===== src/hdl/bus_pkg.sv =====
`default_nettype none

package bus_pkg;

    // byte address, virtual toward the core and physical on cbus
    typedef logic [31:0] addr_t;

    // one data word on any port
    typedef logic [31:0] word_t;

    // byte write enables
    // any bit set turns the access into a write
    typedef logic [3:0] strobe_t;

    // access size code
    typedef logic [2:0] size_t;

    // cbus burst length, beats minus one
    typedef logic [3:0] len_t;

    // top address bits picking the segment
    typedef logic [2:0] seg_t;

    // size encodings as seen on cbus
    localparam size_t SIZE_BYTE = 3'd0;
    localparam size_t SIZE_HALF = 3'd1;
    localparam size_t SIZE_WORD = 3'd2;

    // unmapped kernel segments, cached and uncached
    localparam seg_t SEG_KSEG0 = 3'b100;
    localparam seg_t SEG_KSEG1 = 3'b101;

    // uncached only, so every transfer is one beat
    localparam len_t LEN_SINGLE = 4'd0;

    // cbus owner
    typedef enum logic [1:0] {
        ARB_IDLE,
        ARB_BUSY_FETCH,
        ARB_BUSY_DATA
    } arb_state_t;

    // which data port owns the data stream
    typedef enum logic [1:0] {
        SEQ_IDLE,
        SEQ_PORT1,
        SEQ_PORT2
    } seq_state_t;

endpackage

`default_nettype wire


===== src/hdl/ibus_to_cbus.sv =====
`timescale 1ns/1ps
`default_nettype none

module ibus_to_cbus (
    input  logic           clk,
    input  logic           rst_n,

    // fetch port from the core
    input  logic           ireq_valid,
    input  bus_pkg::addr_t ireq_addr,
    output logic           iresp_addr_ok,
    output logic           iresp_data_ok,
    output bus_pkg::word_t iresp_data,

    // fetch stream toward the arbiter
    output logic           f_valid,
    output bus_pkg::addr_t f_addr,
    output bus_pkg::size_t f_size,
    input  logic           f_done,
    input  bus_pkg::word_t f_rdata
);
    import bus_pkg::*;

    // high for the cycle right after a fetch retires
    logic ack_pending;

    // the core only sees its ack at the edge closing the done cycle
    // so the request it shows one cycle later may still be the old one
    always_ff @(posedge clk or negedge rst_n) begin
        if (!rst_n) begin
            ack_pending <= 1'b0;
        end else begin
            ack_pending <= f_done;
        end
    end

    // hide the request while the ack is still settling
    // a real new fetch just waits one cycle
    assign f_valid = ireq_valid && !ack_pending;

    // address passes straight through
    // translation happens once, in the arbiter
    assign f_addr = ireq_addr;

    // instruction fetch is always a full word read
    assign f_size = SIZE_WORD;

    // uncached: address phase and data phase end together
    assign iresp_addr_ok = f_done;
    assign iresp_data_ok = f_done;

    // read data rides on the done cycle
    assign iresp_data = f_rdata;

endmodule

`default_nettype wire


===== src/hdl/dbus_pair_sequencer.sv =====
`timescale 1ns/1ps
`default_nettype none

module dbus_pair_sequencer (
    input  logic             clk,
    input  logic             rst_n,

    // data port 1, older in program order
    input  logic             d1_req_valid,
    input  bus_pkg::addr_t   d1_req_addr,
    input  bus_pkg::size_t   d1_req_size,
    input  bus_pkg::strobe_t d1_req_strobe,
    input  bus_pkg::word_t   d1_req_data,
    output logic             d1_resp_addr_ok,
    output logic             d1_resp_data_ok,
    output bus_pkg::word_t   d1_resp_data,

    // data port 2, younger
    input  logic             d2_req_valid,
    input  bus_pkg::addr_t   d2_req_addr,
    input  bus_pkg::size_t   d2_req_size,
    input  bus_pkg::strobe_t d2_req_strobe,
    input  bus_pkg::word_t   d2_req_data,
    output logic             d2_resp_addr_ok,
    output logic             d2_resp_data_ok,
    output bus_pkg::word_t   d2_resp_data,

    // single in-order data stream toward the arbiter
    output logic             d_valid,
    output logic             d_is_write,
    output bus_pkg::addr_t   d_addr,
    output bus_pkg::size_t   d_size,
    output bus_pkg::strobe_t d_strobe,
    output bus_pkg::word_t   d_data,
    input  logic             d_done,
    input  bus_pkg::word_t   d_rdata
);
    import bus_pkg::*;

    seq_state_t state;
    seq_state_t state_nxt;
    logic       sel_p2;

    // port 2 only owns the stream in its own state
    assign sel_p2 = (state == SEQ_PORT2);

    // core holds each port until its ack, so fields are muxed, not copied
    assign d_valid  = (state != SEQ_IDLE);
    assign d_addr   = sel_p2 ? d2_req_addr   : d1_req_addr;
    assign d_size   = sel_p2 ? d2_req_size   : d1_req_size;
    assign d_strobe = sel_p2 ? d2_req_strobe : d1_req_strobe;
    assign d_data   = sel_p2 ? d2_req_data   : d1_req_data;

    // write whenever a byte lane is enabled
    assign d_is_write = |d_strobe;

    // port 1 first, always
    // port 2 follows once port 1 has fully retired, so a port 1 store
    // is visible to a port 2 load to the same word
    always_comb begin
        state_nxt = state;
        case (state)
            SEQ_IDLE: begin
                if (d1_req_valid) begin
                    state_nxt = SEQ_PORT1;
                end else if (d2_req_valid) begin
                    state_nxt = SEQ_PORT2;
                end
            end
            SEQ_PORT1: begin
                // pending port 2 goes straight on, one cycle after the ack
                if (d_done) begin
                    state_nxt = d2_req_valid ? SEQ_PORT2 : SEQ_IDLE;
                end
            end
            SEQ_PORT2: begin
                if (d_done) begin
                    state_nxt = SEQ_IDLE;
                end
            end
            default: begin
                state_nxt = SEQ_IDLE;
            end
        endcase
    end

    always_ff @(posedge clk or negedge rst_n) begin
        if (!rst_n) begin
            state <= SEQ_IDLE;
        end else begin
            state <= state_nxt;
        end
    end

    // one ack per request, on the done cycle of the owning port
    assign d1_resp_addr_ok = (state == SEQ_PORT1) && d_done;
    assign d1_resp_data_ok = (state == SEQ_PORT1) && d_done;
    assign d2_resp_addr_ok = sel_p2 && d_done;
    assign d2_resp_data_ok = sel_p2 && d_done;

    // read data is only meaningful alongside data_ok
    assign d1_resp_data = d_rdata;
    assign d2_resp_data = d_rdata;

endmodule

`default_nettype wire


===== src/hdl/cbus_arbiter.sv =====
`timescale 1ns/1ps
`default_nettype none

module cbus_arbiter (
    input  logic             clk,
    input  logic             rst_n,

    // fetch stream, read only
    input  logic             f_valid,
    input  bus_pkg::addr_t   f_addr,
    input  bus_pkg::size_t   f_size,
    output logic             f_done,
    output bus_pkg::word_t   f_rdata,

    // data stream
    input  logic             d_valid,
    input  logic             d_is_write,
    input  bus_pkg::addr_t   d_addr,
    input  bus_pkg::size_t   d_size,
    input  bus_pkg::strobe_t d_strobe,
    input  bus_pkg::word_t   d_data,
    output logic             d_done,
    output bus_pkg::word_t   d_rdata,

    // cbus request
    output logic             creq_valid,
    output logic             creq_is_write,
    output bus_pkg::size_t   creq_size,
    output bus_pkg::addr_t   creq_addr,
    output bus_pkg::strobe_t creq_strobe,
    output bus_pkg::word_t   creq_data,
    output bus_pkg::len_t    creq_len,

    // cbus response
    input  logic             cresp_ready,
    input  logic             cresp_last,
    input  bus_pkg::word_t   cresp_data
);
    import bus_pkg::*;

    arb_state_t state;
    // on a tie, data goes first when set
    logic       prio_data;
    logic       grant_fetch;
    logic       grant_data;
    logic       beat_end;

    // fixed mapping, kseg0 and kseg1 fold onto physical zero
    function automatic addr_t xlate(input addr_t va);
        seg_t seg;
        seg = va[31:29];
        if (seg == SEG_KSEG0 || seg == SEG_KSEG1) begin
            xlate = {3'b000, va[28:0]};
        end else begin
            xlate = va;
        end
    endfunction

    // grant only from idle, the lock holds it otherwise
    always_comb begin
        grant_fetch = 1'b0;
        grant_data  = 1'b0;
        if (state == ARB_IDLE) begin
            if (f_valid && d_valid) begin
                grant_data  = prio_data;
                grant_fetch = !prio_data;
            end else begin
                grant_fetch = f_valid;
                grant_data  = d_valid;
            end
        end
    end

    // transfer ends on the last accepted beat
    assign beat_end = cresp_ready && cresp_last;

    always_ff @(posedge clk or negedge rst_n) begin
        if (!rst_n) begin
            state     <= ARB_IDLE;
            prio_data <= 1'b0;
        end else begin
            case (state)
                ARB_IDLE: begin
                    if (grant_fetch) begin
                        state <= ARB_BUSY_FETCH;
                    end else if (grant_data) begin
                        state <= ARB_BUSY_DATA;
                    end
                end
                ARB_BUSY_FETCH, ARB_BUSY_DATA: begin
                    if (beat_end) begin
                        state <= ARB_IDLE;
                    end
                end
                default: begin
                    state <= ARB_IDLE;
                end
            endcase
            // loser of a tie wins the next one
            if (f_valid && d_valid && state == ARB_IDLE) begin
                prio_data <= grant_fetch;
            end
        end
    end

    // request fields captured once at grant, stable until last
    always_ff @(posedge clk) begin
        if (grant_fetch) begin
            creq_is_write <= 1'b0;
            creq_size     <= f_size;
            creq_addr     <= xlate(f_addr);
            creq_strobe   <= '0;
            creq_data     <= '0;
        end else if (grant_data) begin
            creq_is_write <= d_is_write;
            creq_size     <= d_size;
            creq_addr     <= xlate(d_addr);
            creq_strobe   <= d_strobe;
            creq_data     <= d_data;
        end
    end

    // valid straight from the state flops
    assign creq_valid = (state != ARB_IDLE);
    assign creq_len   = LEN_SINGLE;

    // completion goes back in the same cycle as the last beat
    assign f_done  = (state == ARB_BUSY_FETCH) && beat_end;
    assign d_done  = (state == ARB_BUSY_DATA) && beat_end;
    assign f_rdata = cresp_data;
    assign d_rdata = cresp_data;

endmodule

`default_nettype wire


===== src/hdl/mem_top.sv =====
`timescale 1ns/1ps
`default_nettype none

module mem_top (
    input  logic             clk,
    input  logic             rst_n,

    // fetch port
    input  logic             ireq_valid,
    input  bus_pkg::addr_t   ireq_addr,
    output logic             iresp_addr_ok,
    output logic             iresp_data_ok,
    output bus_pkg::word_t   iresp_data,

    // data port 1
    input  logic             d1_req_valid,
    input  bus_pkg::addr_t   d1_req_addr,
    input  bus_pkg::size_t   d1_req_size,
    input  bus_pkg::strobe_t d1_req_strobe,
    input  bus_pkg::word_t   d1_req_data,
    output logic             d1_resp_addr_ok,
    output logic             d1_resp_data_ok,
    output bus_pkg::word_t   d1_resp_data,

    // data port 2
    input  logic             d2_req_valid,
    input  bus_pkg::addr_t   d2_req_addr,
    input  bus_pkg::size_t   d2_req_size,
    input  bus_pkg::strobe_t d2_req_strobe,
    input  bus_pkg::word_t   d2_req_data,
    output logic             d2_resp_addr_ok,
    output logic             d2_resp_data_ok,
    output bus_pkg::word_t   d2_resp_data,

    // shared memory bus
    output logic             creq_valid,
    output logic             creq_is_write,
    output bus_pkg::size_t   creq_size,
    output bus_pkg::addr_t   creq_addr,
    output bus_pkg::strobe_t creq_strobe,
    output bus_pkg::word_t   creq_data,
    output bus_pkg::len_t    creq_len,
    input  logic             cresp_ready,
    input  logic             cresp_last,
    input  bus_pkg::word_t   cresp_data
);
    import bus_pkg::*;

    // fetch stream
    logic    f_valid;
    addr_t   f_addr;
    size_t   f_size;
    logic    f_done;
    word_t   f_rdata;

    // data stream
    logic    d_valid;
    logic    d_is_write;
    addr_t   d_addr;
    size_t   d_size;
    strobe_t d_strobe;
    word_t   d_data;
    logic    d_done;
    word_t   d_rdata;

    ibus_to_cbus u_ifetch (
        .clk           (clk),
        .rst_n         (rst_n),
        .ireq_valid    (ireq_valid),
        .ireq_addr     (ireq_addr),
        .iresp_addr_ok (iresp_addr_ok),
        .iresp_data_ok (iresp_data_ok),
        .iresp_data    (iresp_data),
        .f_valid       (f_valid),
        .f_addr        (f_addr),
        .f_size        (f_size),
        .f_done        (f_done),
        .f_rdata       (f_rdata)
    );

    // two data ports folded into one ordered stream
    dbus_pair_sequencer u_dseq (
        .clk             (clk),
        .rst_n           (rst_n),
        .d1_req_valid    (d1_req_valid),
        .d1_req_addr     (d1_req_addr),
        .d1_req_size     (d1_req_size),
        .d1_req_strobe   (d1_req_strobe),
        .d1_req_data     (d1_req_data),
        .d1_resp_addr_ok (d1_resp_addr_ok),
        .d1_resp_data_ok (d1_resp_data_ok),
        .d1_resp_data    (d1_resp_data),
        .d2_req_valid    (d2_req_valid),
        .d2_req_addr     (d2_req_addr),
        .d2_req_size     (d2_req_size),
        .d2_req_strobe   (d2_req_strobe),
        .d2_req_data     (d2_req_data),
        .d2_resp_addr_ok (d2_resp_addr_ok),
        .d2_resp_data_ok (d2_resp_data_ok),
        .d2_resp_data    (d2_resp_data),
        .d_valid         (d_valid),
        .d_is_write      (d_is_write),
        .d_addr          (d_addr),
        .d_size          (d_size),
        .d_strobe        (d_strobe),
        .d_data          (d_data),
        .d_done          (d_done),
        .d_rdata         (d_rdata)
    );

    cbus_arbiter u_arb (
        .clk           (clk),
        .rst_n         (rst_n),
        .f_valid       (f_valid),
        .f_addr        (f_addr),
        .f_size        (f_size),
        .f_done        (f_done),
        .f_rdata       (f_rdata),
        .d_valid       (d_valid),
        .d_is_write    (d_is_write),
        .d_addr        (d_addr),
        .d_size        (d_size),
        .d_strobe      (d_strobe),
        .d_data        (d_data),
        .d_done        (d_done),
        .d_rdata       (d_rdata),
        .creq_valid    (creq_valid),
        .creq_is_write (creq_is_write),
        .creq_size     (creq_size),
        .creq_addr     (creq_addr),
        .creq_strobe   (creq_strobe),
        .creq_data     (creq_data),
        .creq_len      (creq_len),
        .cresp_ready   (cresp_ready),
        .cresp_last    (cresp_last),
        .cresp_data    (cresp_data)
    );

endmodule

`default_nettype wire


===== config.mk =====
export PLATFORM = sky130hd
export DESIGN_NAME = mem_top
export DESIGN_NICKNAME = d
export VERILOG_FILES = /design/src/hdl/bus_pkg.sv /design/src/hdl/ibus_to_cbus.sv /design/src/hdl/dbus_pair_sequencer.sv /design/src/hdl/cbus_arbiter.sv /design/src/hdl/mem_top.sv
export SDC_FILE = /design/constraint.sdc
export NUM_CORES = 1
export LEC_CHECK = 0
export BUFFER_PORTS_ARGS = -buffer_cell sky130_fd_sc_hd__buf_4
export CAP_MARGIN = 10
export CORE_AREA = 4 4 152 154
export CTS_CLUSTER_DIAMETER = 200
export DETAILED_ROUTE_END_ITERATION = 10
export DIE_AREA = 0 0 156 158
export SKIP_CTS_REPAIR_TIMING = 1
export SYNTH_ARGS = -nofsm -noshare
export SYNTH_HDL_FRONTEND = slang
export SYNTH_SLANG_ARGS = --single-unit

===== constraint.sdc =====
create_clock -name clk -period 5.25 [get_ports clk]
set_input_delay 0.525 -clock clk [delete_from_list [all_inputs] [get_ports clk]]
set_output_delay 0.525 -clock clk [all_outputs]
set_load 0.005 [all_outputs]

### Word-level counts from Yosys, hierarchy flattened

Cells that the tools add are included.

* output and inout port bits: 179
* register bits: 78
* word-level logic and storage cells: 65
* input port bits: 213
* bits in writable memories: 0
* bits in latches: 0
* memory bits (read-only): 0
* memories: 0

* shifts and indexed selects: 0
* mux-type cells: 22
* bitwise operators: 0
* add/sub/neg operators: 0
* eq/ne operators: 13
* order comparisons: 0
* div/mod/pow operators: 0
* multipliers: 0
* reductions and logical operators: 21

Operators by type and width (count)
* 32-bit two-way mux: 6
* 2-bit two-way mux: 8
* 3-bit equality test (second input constant): 4
* 1-bit logical AND: 8
* 2-bit by 1-bit != test with 1-bit output (second input constant): 3
* 2-bit one-hot mux with 3 select lines: 1
* 2-bit nonzero test: 3
* 2-bit by 1-bit equality test with 1-bit output (second input constant): 2
* 2-bit equality test (second input constant): 2
* 2-bit zero test: 2
* 1-bit two-way mux: 4
* 4-bit two-way mux: 1
* 2-bit one-hot mux with 2 select lines: 1
* 4-bit OR reduction: 1
* 3-bit two-way mux: 1
* 3-bit by 1-bit != test with 1-bit output (second input constant): 1
* 3-bit != test (second input constant): 1
* 3-bit AND reduction: 1
* 1-bit zero test: 2
* 1-bit logical OR: 2
* 2-bit AND reduction: 1
* 2-bit OR reduction: 1

### Depth between registers and ports, before layout

Gate-level depths: netlist of the first run.

* depth in word-level cells: 8
* mapped depth: 7

### By module

A second synthesis of the first run with hierarchy kept.

* cell total of the unflattened synthesis: 582
* area total of the unflattened synthesis: 6302.3 um2

Modules (own cells, without submodules)
* cbus_arbiter: times used 1, cells each 349, area each 3952.5 um2
* dbus_pair_sequencer: times used 1, cells each 160, area each 1785.5 um2
* ibus_to_cbus: times used 1, cells each 73, area each 564.3 um2

### Least setup slack after synthesis of the first run

Ideal clock, no wire load.

* path type: flip-flop to flip-flop
* start point: reg u_arb.state[0]
* end point: reg u_arb.creq_addr[0] (enable)
* stages on the path, launching flop included: 8
* setup time: 0.389 ns
* slack: 2.742 ns
* buffers on the path: 2
* clock period less this slack: 2.508 ns
* data required time: 4.861 ns
* arrival: 2.119 ns
* cells stage by stage: dfrtp_1 -> inv_1 -> ha_1 -> nand3b_1 -> or2_1 -> buf_6 -> buf_6 -> nand2_1

* word-level cells in the longest chain between the ends: 3
* elaborated cells on any way between the ends: 4

Ends and longest elaborated chain
* start, declared: line cbus_arbiter.sv:41 `arb_state_t state;`
* start signal, assigned: line cbus_arbiter.sv:79 `state <= ARB_IDLE;`
* start signal, assigned: line cbus_arbiter.sv:85 `state <= ARB_BUSY_FETCH;`
* start signal, assigned: line cbus_arbiter.sv:87 `state <= ARB_BUSY_DATA;`
* 2-bit zero test (*): line cbus_arbiter.sv:63 `if (state == ARB_IDLE) begin`
* 1-bit two-way mux: line cbus_arbiter.sv:63
* 2-bit nonzero test (no source line) (*)
* end signal, assigned: line cbus_arbiter.sv:111 `creq_addr <= xlate(f_addr);`
* end signal, assigned: line cbus_arbiter.sv:117 `creq_addr <= xlate(d_addr);`
* end, declared: line cbus_arbiter.sv:29 `output bus_pkg::addr_t creq_addr,`

Every way passes the cells marked *; elsewhere a longest branch is shown, timed or not.
A chain may end at the register's enable or synchronous reset.

### Worst setup path in the final report of the first run

* start point: reg u_arb.state[1]
* end point: reg u_arb.creq_addr[9] (enable)

Same word-level chain as after synthesis.

==> impl_results.md, run 1 <==
* Drt total wl at 19.1 mm
* Largest family of logic cells by synthesized area: buffers and inverters
* Dominant synthesized flop cell: dfxtp_1
* Clock network power share at between 10% and 20%
* # fillers at 2324
* Synthesis-to-layout area growth at 35.9%
* Hold Vio Cnt, Final at 0
* Hold_ws at about 0.44 ns
* Num CTS Buffers at 9
* Fraction of layout cells with a size suffix above 1 at around two fifths
* Number of global-route vias before repair at 4400
* Max Cap Viol at 0
* Max Slew Vio Count at 0
* CP Buf/Inv Count at 2
* Worst hold path type: in -> reg
* Post-synth EDFFs at 32
* Initial Util at a little over a fifth
* Crit end category: register
* Cell Area, Synth at 4680 um2
* Distinct cells, synth at 38
* H-Tree Depth at 3
* Synth Area in XOR/XNOR at less than 1%
* CTS tree: yes
* Slew HR at 29.3%
* Power Dens Cells at roughly 550 nW/um2
* Via/cell ratio at about 4.6
* Status: complete, no violations
* Grt total ovfl at 0
* Non-filler instance count after layout at just under 1000
* Pint at ~2.2 mW
* Maximum fanout along the worst path at 39
* Top cells by count, synth: 138 x nand2_1, 105 x buf_4, 40 x dfxtp_1, 39 x a21oi_1, 38 x a311oi_1
* Cell count after synthesis at around 560
* P_sw at about 1.3 mW
* Hpwl dp at 14.6 mm
* Switching Fraction at approximately 37%
* Setup CP Type: reg -> reg
* Core area at ~22000 um2
* Residual DRC at 0
* Worst-margin pin slew at between 1 and 1.5 ns
* Area share of fa/ha/maj cells after synthesis at 0.802%
* Setup violators final at 0
* Synth Area per Inst at 8.43 um2
* Placed Area at between 6000 and 7000 um2
* Die area at 24600 um2
* ANT cells at 0
* Wirelength per Cell at 19.7 um
* Clk sink count at about 80
* Post-synth top area cell: edfxtp_1
* Total power at about 3.5 mW
* Skew-Pair Late Insertion Delay at 0.34 ns
* Max clock buf depth at 2
* Flop pwr share at roughly 34%
* Post-Synth Simple-Gate Area at between 10% and 20%
* Worst hold path startpoint: d2_req_valid
* Dpl cells at about 950
* DP Worst Slack at ~2.6 ns
* Final net count at ~900
* Seq cells post-synth at 78
* Worst path required time at approximately 5.2 ns
* Sum of negative setup slack at 0 ns
* LEAKAGE at between 2 and 3 nW
* CP top delay family: compound AO/OA/AOI/OAI gates
* Post-route ant nets at 0
* Final period util at between 40% and 50%
* CP max stage cell: o21a_2
* Die width at 156 um
* Leading cell types by total area after synthesis: edfxtp_1 21%, dfxtp_1 17%, buf_4 17%, nand2_1 11%, a311oi_1 7.1%
* Row Count at 54
* Clock transition at the registers of the reported paths at ~0.06 ns
* Ports at about 400
* Sequential fraction of the synthesis area at between 40% and 50%
* Routability cong. at between 0.8 and 0.9
* R2R Path Start: u_arb.state[1]
* RSZ-0062 raised after global routing: false
* Initial DRT Pass Iterations at 5
* Worst setup SP type: register
* First-pass GRT wire length at 26.5 mm
* Period minus WS final at ~2.6 ns
* Mux cell area share after synthesis at less than 1%
* Root buffer cell: clkbuf_16
* Post-layout util at between 20% and 30%
* CP Cell Sequence: inv_1 -> ha_1 -> o21a_2 -> nand2_1 -> nand2_1 -> buf_4
* Initial antenna violation count at 0
* Top cell type's share of synthesized area at 20.5%
* Most frequent cell on the critical path: nand2_1
* Largest net degree at the start of global routing at 74
* Maximum VDD drop at around 200 uV
* Design area at 6360 um2
* Yosys warnings at 0
* DR iter-0 viols at 233
* Clock Skew at ~0.0095 ns
* Synth Area in Compound Gates at between 15 and 20%
* Logic gate share of total power at between 40 and 50%
* Top-count cell post-synth: nand2_1
* Total Routing Usage GR at between 10 and 15%
* CP Data Arrival Time at about 2.6 ns
* Critical Path Source: u_arb.state[1]
* FMAX at 0.384 GHz
* Asr flop ratio synth at under 10%
* Setup slack after layout at between 2 and 3 ns
* Chip height at around 160 um
* Port buffer count at between 200 and 300
* Worst stage delay on the critical path at 0.73 ns
* DR vias at approximately 4500
==> kinds of logic after synthesis <==
family	Yosys count
XOR/XNOR	1
AO/OA/AOI/OAI	122
AND/OR/NAND/NOR	195
other	1
multiplexers	3
buffers and inverters	152
flip-flops	78
adder cells (fa/ha/maj)	3
==> worst reg2reg max path, stage by stage, from the launching register on <==
cell     delay [ns]
dfrtp_1        0.38
inv_1          0.10
ha_1           0.27
o21a_2         0.73
nand2_1        0.24
nand2_1        0.13
buf_4          0.38
==> worst paths after layout <==
kind | to | slack [ns] | cells after the start
max | u_arb.creq_addr[9] | 2.65 | 6
min | u_dseq.state[1] | 0.44 | 2
max reg2reg | u_arb.creq_addr[9] | 2.65 | 6
min reg2reg | u_arb.creq_is_write | 0.49 | 2
max in group asynchronous | u_arb.state[1] | 4.61 | 2
min in group asynchronous | u_ifetch.ack_pending | 0.52 | 2
==> layout make-up <==
type	instances	area [um2]	share of cell area, %
clock buffer	9	225	3.54
clock inverter	6	87.6	1.38
inverter	4	15.0	0.236
multi-input combinational	328	1780	28.0
sequential	78	1910	30.0
tap	280	350	5.51
timing repair buffer	265	1990	31.3
==> registers in the layout, summed over array words and instances (netlist names) <==
register / count
u_dseq.state: 2
u_arb.creq_data: 32
u_arb.state: 2
u_arb.creq_is_write: 1
u_arb.prio_data: 1
u_arb.creq_strobe: 4
u_ifetch.ack_pending: 1
u_arb.creq_addr: 32
u_arb.creq_size: 3
==> layer usage <==
layer  global-route usage (%)  up-vias  routed length [um]
li1                         -     2108                   -
met1                     15.0     2057                6680
met2                     25.5      311                9640
met3                     5.85       25                2330
met4                     4.75        0                 433
met5                        0        -                   0
==> cells in the final DEF (no fill, tap or decap), drive strengths merged <==
master       instances
a211oi               2
a21boi               1
a21oi               39
a311oi              38
a31oi               33
a32o                 1
and3                 1
buf                264
bufinv               2
clkbuf               9
clkinv               4
conb                 4
dfrtp                6
dfxtp               40
dlygate4sd3          1
edfxtp              32
ha                   3
inv                  4
mux2                 1
mux2i                2
nand2              138
nand2b               5
nand3                5
nand3b               1
nor2                 8
nor2b                1
nor3                30
nor3b                2
nor4                 2
o21a                 2
o21ai                3
o221ai               1
o22ai                1
o311ai               1
or2                  1
or3b                 1
xor2                 1
==> power by group through the flow <==
stage	Sequential (mW)	Clock [mW]	Combinational, mW
floorplan	1.20	0	0.902
global placement	1.20	0	1.64
detailed placement	1.21	0	1.66
CTS	1.20	0.706	1.66
global route	1.23	0.727	1.78
finish	1.19	0.685	1.62
No activity file was read; power rests on OpenSTA's default activity.
==> inputs of run 2 (changes only) <==
==> constraint.sdc (replaced) <==
create_clock -name clk -period 2.08 [get_ports clk]
set_input_delay 0.208 -clock clk [delete_from_list [all_inputs] [get_ports clk]]
set_output_delay 0.208 -clock clk [all_outputs]
set_load 0.005 [all_outputs]
==> impl_results.md, run 2 (synthesized netlist as in run 1, its figures left out) <==
* H-Tree Depth at 3
* Number of global-route vias before repair at between 4000 and 5000
* Crit end category: register
* First-pass GRT wire length at ~28 mm
* Initial DRT Pass Iterations at 7
* Grt total ovfl at 0
* Post-route ant nets at 0
* Wirelength per Cell at 20.0 um
* Period minus WS final at between 1.5 and 2 ns
* Max Cap Viol at 0
* Maximum fanout along the worst path at 38
* RSZ-0062 raised after global routing: true
* Fraction of layout cells with a size suffix above 1 at a little over two fifths
* Clk sink count at 78
* Worst setup SP type: register
* Post-layout util at approximately 30%
* Hold Vio Cnt, Final at 0
* Root buffer cell: clkbuf_16
* Setup violators final at 0
* Via/cell ratio at about 4.6
* Final net count at between 900 and 1000
* Initial antenna violation count at 0
* Max clock buf depth at 2
* ANT cells at 0
* Initial Util at a little over a fifth
* Residual DRC at 0
* Synthesis-to-layout area growth at 39.3%
* FMAX at approximately 0.51 GHz
* Die area at between 20000 and 25000 um2
* Maximum VDD drop at roughly 480 uV
* Most frequent cells in the layout: 269 x buf_4, 137 x nand2_1, 40 x dfxtp_1
* Skew-Pair Late Insertion Delay at about 0.34 ns
* CP Data Arrival Time at about 2.1 ns
* Clock Skew at between 0.01 and 0.015 ns
* Setup CP Type: reg -> reg
* Total power at around 9.2 mW
* Worst hold path type: in -> reg
* Worst-margin pin slew at 1.10 ns
* Drt total wl at just under 20 mm
* DR iter-0 viols at 248
* Die width at about 160 um
* Routability cong. at a little under 0.8
* Worst path required time at 2.25 ns
* Slew HR at a little over a quarter
* Row Count at between 50 and 60
* Total Routing Usage GR at approximately 15%
* Num CTS Buffers at 9
* CTS tree: yes
* # fillers at 2319
* Commonest non-fill, non-tap cell in the layout: buf_4
* Port buffer count at ~260
* Biggest regs: u_arb.creq_addr (32), u_arb.creq_data (32), u_arb.creq_strobe (4)
* Hold_ws at ~0.12 ns
* Ports at 392
* LEAKAGE at between 2 and 3 nW
* Status: complete, no violations
* Largest net degree at the start of global routing at 73
* Core area at 21700 um2
* Chip height at approximately 160 um
* DR vias at approximately 4500
* Max Slew Vio Count at 0
* Clock transition at the registers of the reported paths at 0.07 ns
* Final period util at between 90% and 100%
* Power Dens Cells at around 1400 nW/um2
* Hpwl dp at around 15 mm
==> run 2: power breakdown <==
part	switching [mW]	internal, mW
clock network	0.689	1.05
logic	2.34	2.11
registers	0.372	2.61
total	3.40	5.77
==> run 2: layer usage <==
metal | GRT usage (%) | up-vias | wire, um
met5 | 0 | - | 0
met4 | 4.54 | 0 | 426
met3 | 6.18 | 22 | 2220
met2 | 27.0 | 286 | 9940
met1 | 16.2 | 2044 | 7040
li1 | - | 2124 | -
==> run 2: through the flow <==
stage	worst slack, ns	setup TNS (ns)	instance area (um2)	cells
global route	-0.0269	-0.122	6520	981
CTS	0.0669	0	6500	980
finish	0.124	0	6520	981
detailed placement	0.0748	0	6180	964
floorplan	0.0714	0	4700	558
global placement	0.137	0	6180	964
==> run 2: layout make-up <==
cell class	instances	area (um2)	share of cell area, %
clock buffers	10	229	3.51
well taps	280	350	5.37
flip-flops and latches	78	1910	29.3
multi-input cells	328	1800	27.6
repair buffers	275	2130	32.7
clock inverters	6	86.3	1.32
inverters	4	15.0	0.230
==> run 2: final timing paths <==
path / end / start / cells after the start / slack (ns)
worst max-delay path: u_arb.creq_data[24] / u_arb.state[1] / 5 / 0.12
min in group asynchronous: u_dseq.state[0] / rst_n / 2 / 0.21
max in group asynchronous: u_arb.prio_data / rst_n / 2 / 1.76
worst min-delay path: u_dseq.state[1] / d2_req_valid / 2 / 0.12
worst max register to register: u_arb.creq_data[24] / u_arb.state[1] / 5 / 0.12
worst min register to register: u_arb.creq_is_write / u_arb.creq_is_write / 2 / 0.48
==> run 2: worst max-delay path, cell delays in order, from the launching register on <==
cell and delay (ns):
dfrtp_1 0.40, inv_2 0.07, ha_2 0.17, nand3b_1 0.16, nor2_4 0.86, a311oi_1 0.09
==> inputs of run 3 (changes only) <==
--- a/config.mk
+++ b/config.mk
@@ -6,11 +6,11 @@
 export NUM_CORES = 1
 export LEC_CHECK = 0
 export BUFFER_PORTS_ARGS = -buffer_cell sky130_fd_sc_hd__buf_4
-export CAP_MARGIN = 10
 export CORE_AREA = 4 4 152 154
 export CTS_CLUSTER_DIAMETER = 200
 export DETAILED_ROUTE_END_ITERATION = 10
 export DIE_AREA = 0 0 156 158
+export PLACE_DENSITY = 0.5
 export SKIP_CTS_REPAIR_TIMING = 1
 export SYNTH_ARGS = -nofsm -noshare
 export SYNTH_HDL_FRONTEND = slang
==> impl_results.md, run 3 (synthesized netlist as in run 1, its figures left out) <==
* Status: complete, no violations
* Most frequent cells in the layout: 275 x buf_4, 137 x nand2_1, 40 x dfxtp_1
* Chip height at roughly 160 um
* CTS tree: yes
* Flop pwr share at between 30% and 40%
* DR iter-0 viols at approximately 200
* Max Cap Viol at 0
* Worst path required time at around 2.3 ns
* Slew HR at 28.5%
* Die area at between 20000 and 25000 um2
* Period minus WS final at ~2 ns
* Routability cong. at between 0.7 and 0.8
* Switching Fraction at a little under two fifths
* Setup CP Type: reg -> reg
* Max clock buf depth at 2
* Clock transition at the registers of the reported paths at approximately 0.07 ns
* Total power at 9.12 mW
* Max Slew Vio Count at 0
* Hold Vio Cnt, Final at 0
* Post-route ant nets at 0
* Initial DRT Pass Iterations at 4
* Clock network power share at a little under a fifth
* Port buffer count at about 260
* Worst R2R Path Depth at 5
* Largest net degree at the start of global routing at a little under 50
* Ports at roughly 390
* CP Data Arrival Time at around 2.2 ns
* Fraction of layout cells with a size suffix above 1 at roughly 43%
* Residual DRC at 0
* Num CTS Buffers at 9
* Hpwl dp at around 15 mm
* Maximum VDD drop at 609 uV
* Clock Skew at around 0.013 ns
* Setup violators final at 0
* Crit end category: register
* Via/cell ratio at approximately 4.6
* Grt total ovfl at 0
* Logic gate share of total power at 48.3%
* Routed wl met3 at 2.24 mm
* Uppermost layer routed: met4
* Pint at ~5.7 mW
* Biggest regs: u_arb.creq_addr (32), u_arb.creq_data (32), u_arb.creq_strobe (4)
* FMAX at around 0.49 GHz
* Row Count at 54
* Reg2reg setup slack at approximately 0.05 ns
* Final period util at a little over nine tenths
* Worst setup SP type: register
* ANT cells at 0
* First-pass GRT wire length at ~28 mm
* P_sw at between 3 and 4 mW
* Clk sink count at between 70 and 80
* DR vias at 4533
* Worst-margin pin slew at about 1.1 ns
* R2R Path Start: u_arb.state[0]
* Skew-Pair Late Insertion Delay at around 0.34 ns
* Commonest non-fill, non-tap cell in the layout: buf_4
* Core area at ~22000 um2
* M1 WL at between 7 and 8 mm
* Final net count at around 920
* Worst hold path type: in -> reg
* Hold_ws at between 0.1 and 0.15 ns
* Maximum fanout along the worst path at 38
* Reg-to-reg critical path endpoint: u_arb.creq_data[28]
* Setup crit end: u_arb.creq_data[28]
* Wirelength per Cell at 19.6 um
* Initial antenna violation count at 0
* Critical Path Source: u_arb.state[0]
* Initial Util at between 20% and 30%
* Synthesis-to-layout area growth at 39.1%
* H-Tree Depth at 3
* Number of global-route vias before repair at roughly 4600
* Root buffer cell: clkbuf_16
* RSZ-0062 raised after global routing: true
* Routed wl met2 at between 9 and 10 mm
* Drt total wl at 19.3 mm
* Power Dens Cells at 1400 nW/um2
* Die width at 156 um
* LEAKAGE at around 2.8 nW
* Total Routing Usage GR at 14.9%
## run 3: layer usage
layer | global-route usage, % | vias up
met3 | 5.60 | 13
met1 | 16.5 | 2100
li1 | - | 2132
met2 | 26.4 | 288
met5 | 0 | -
met4 | 4.71 | 0
## run 3: through the flow
step	area, um2	setup TNS [ns]	std cells	worst slack, ns	utilization, %
after global routing	6510	-3.91	985	-0.141	30.0
after CTS	6490	-1.26	984	-0.0558	29.9
after floorplan	4700	0	558	0.0714	-
final	6510	0	985	0.0502	30.0
after detailed placement	6170	-0.911	968	-0.0409	28.5
after global placement	6170	0	968	0.0409	28.5
## run 3: worst min path at each step
| stage | depth (start not counted) | slack (ns) | to | start |
|---|---|---|---|---|
| after detailed placement | 1 | 0.02 | u_dseq.state[1] | rst_n |
| after global placement | 1 | 0.02 | u_dseq.state[1] | rst_n |
| final | 3 | 0.13 | u_arb.creq_size[0] | d2_req_size[0] |
| after floorplan | 0 | -0.09 | u_arb.prio_data | rst_n |
| after CTS | 1 | -0.36 | u_arb.state[1] | rst_n |
| after global routing | 3 | 0.13 | u_arb.creq_data[16] | d2_req_data[16] |
## run 3: final cells by class
class,instances,area (um2)
flip-flops and latches,78,1910
inverters,4,15.0
fillers,2361,15200
repair buffers,279,2130
multi-input cells,328,1790
well taps,280,350
clock inverters,6,86.3
clock buffers,10,229
## run 3: power by group through the flow
stage	registers, mW	logic (mW)	clock network, mW
after floorplan	3.01	2.30	0
after detailed placement	3.01	4.50	0
final	2.98	4.41	1.74
after global placement	3.01	4.45	0
after CTS	2.99	4.50	1.79
after global routing	3.06	4.87	1.85
## run 3: critical path, cell delays in order (launching register included)
cell	delay, ns
dfrtp_1	0.39
inv_2	0.07
ha_1	0.16
nand3b_1	0.24
nor2_4	0.85
a311oi_1	0.09
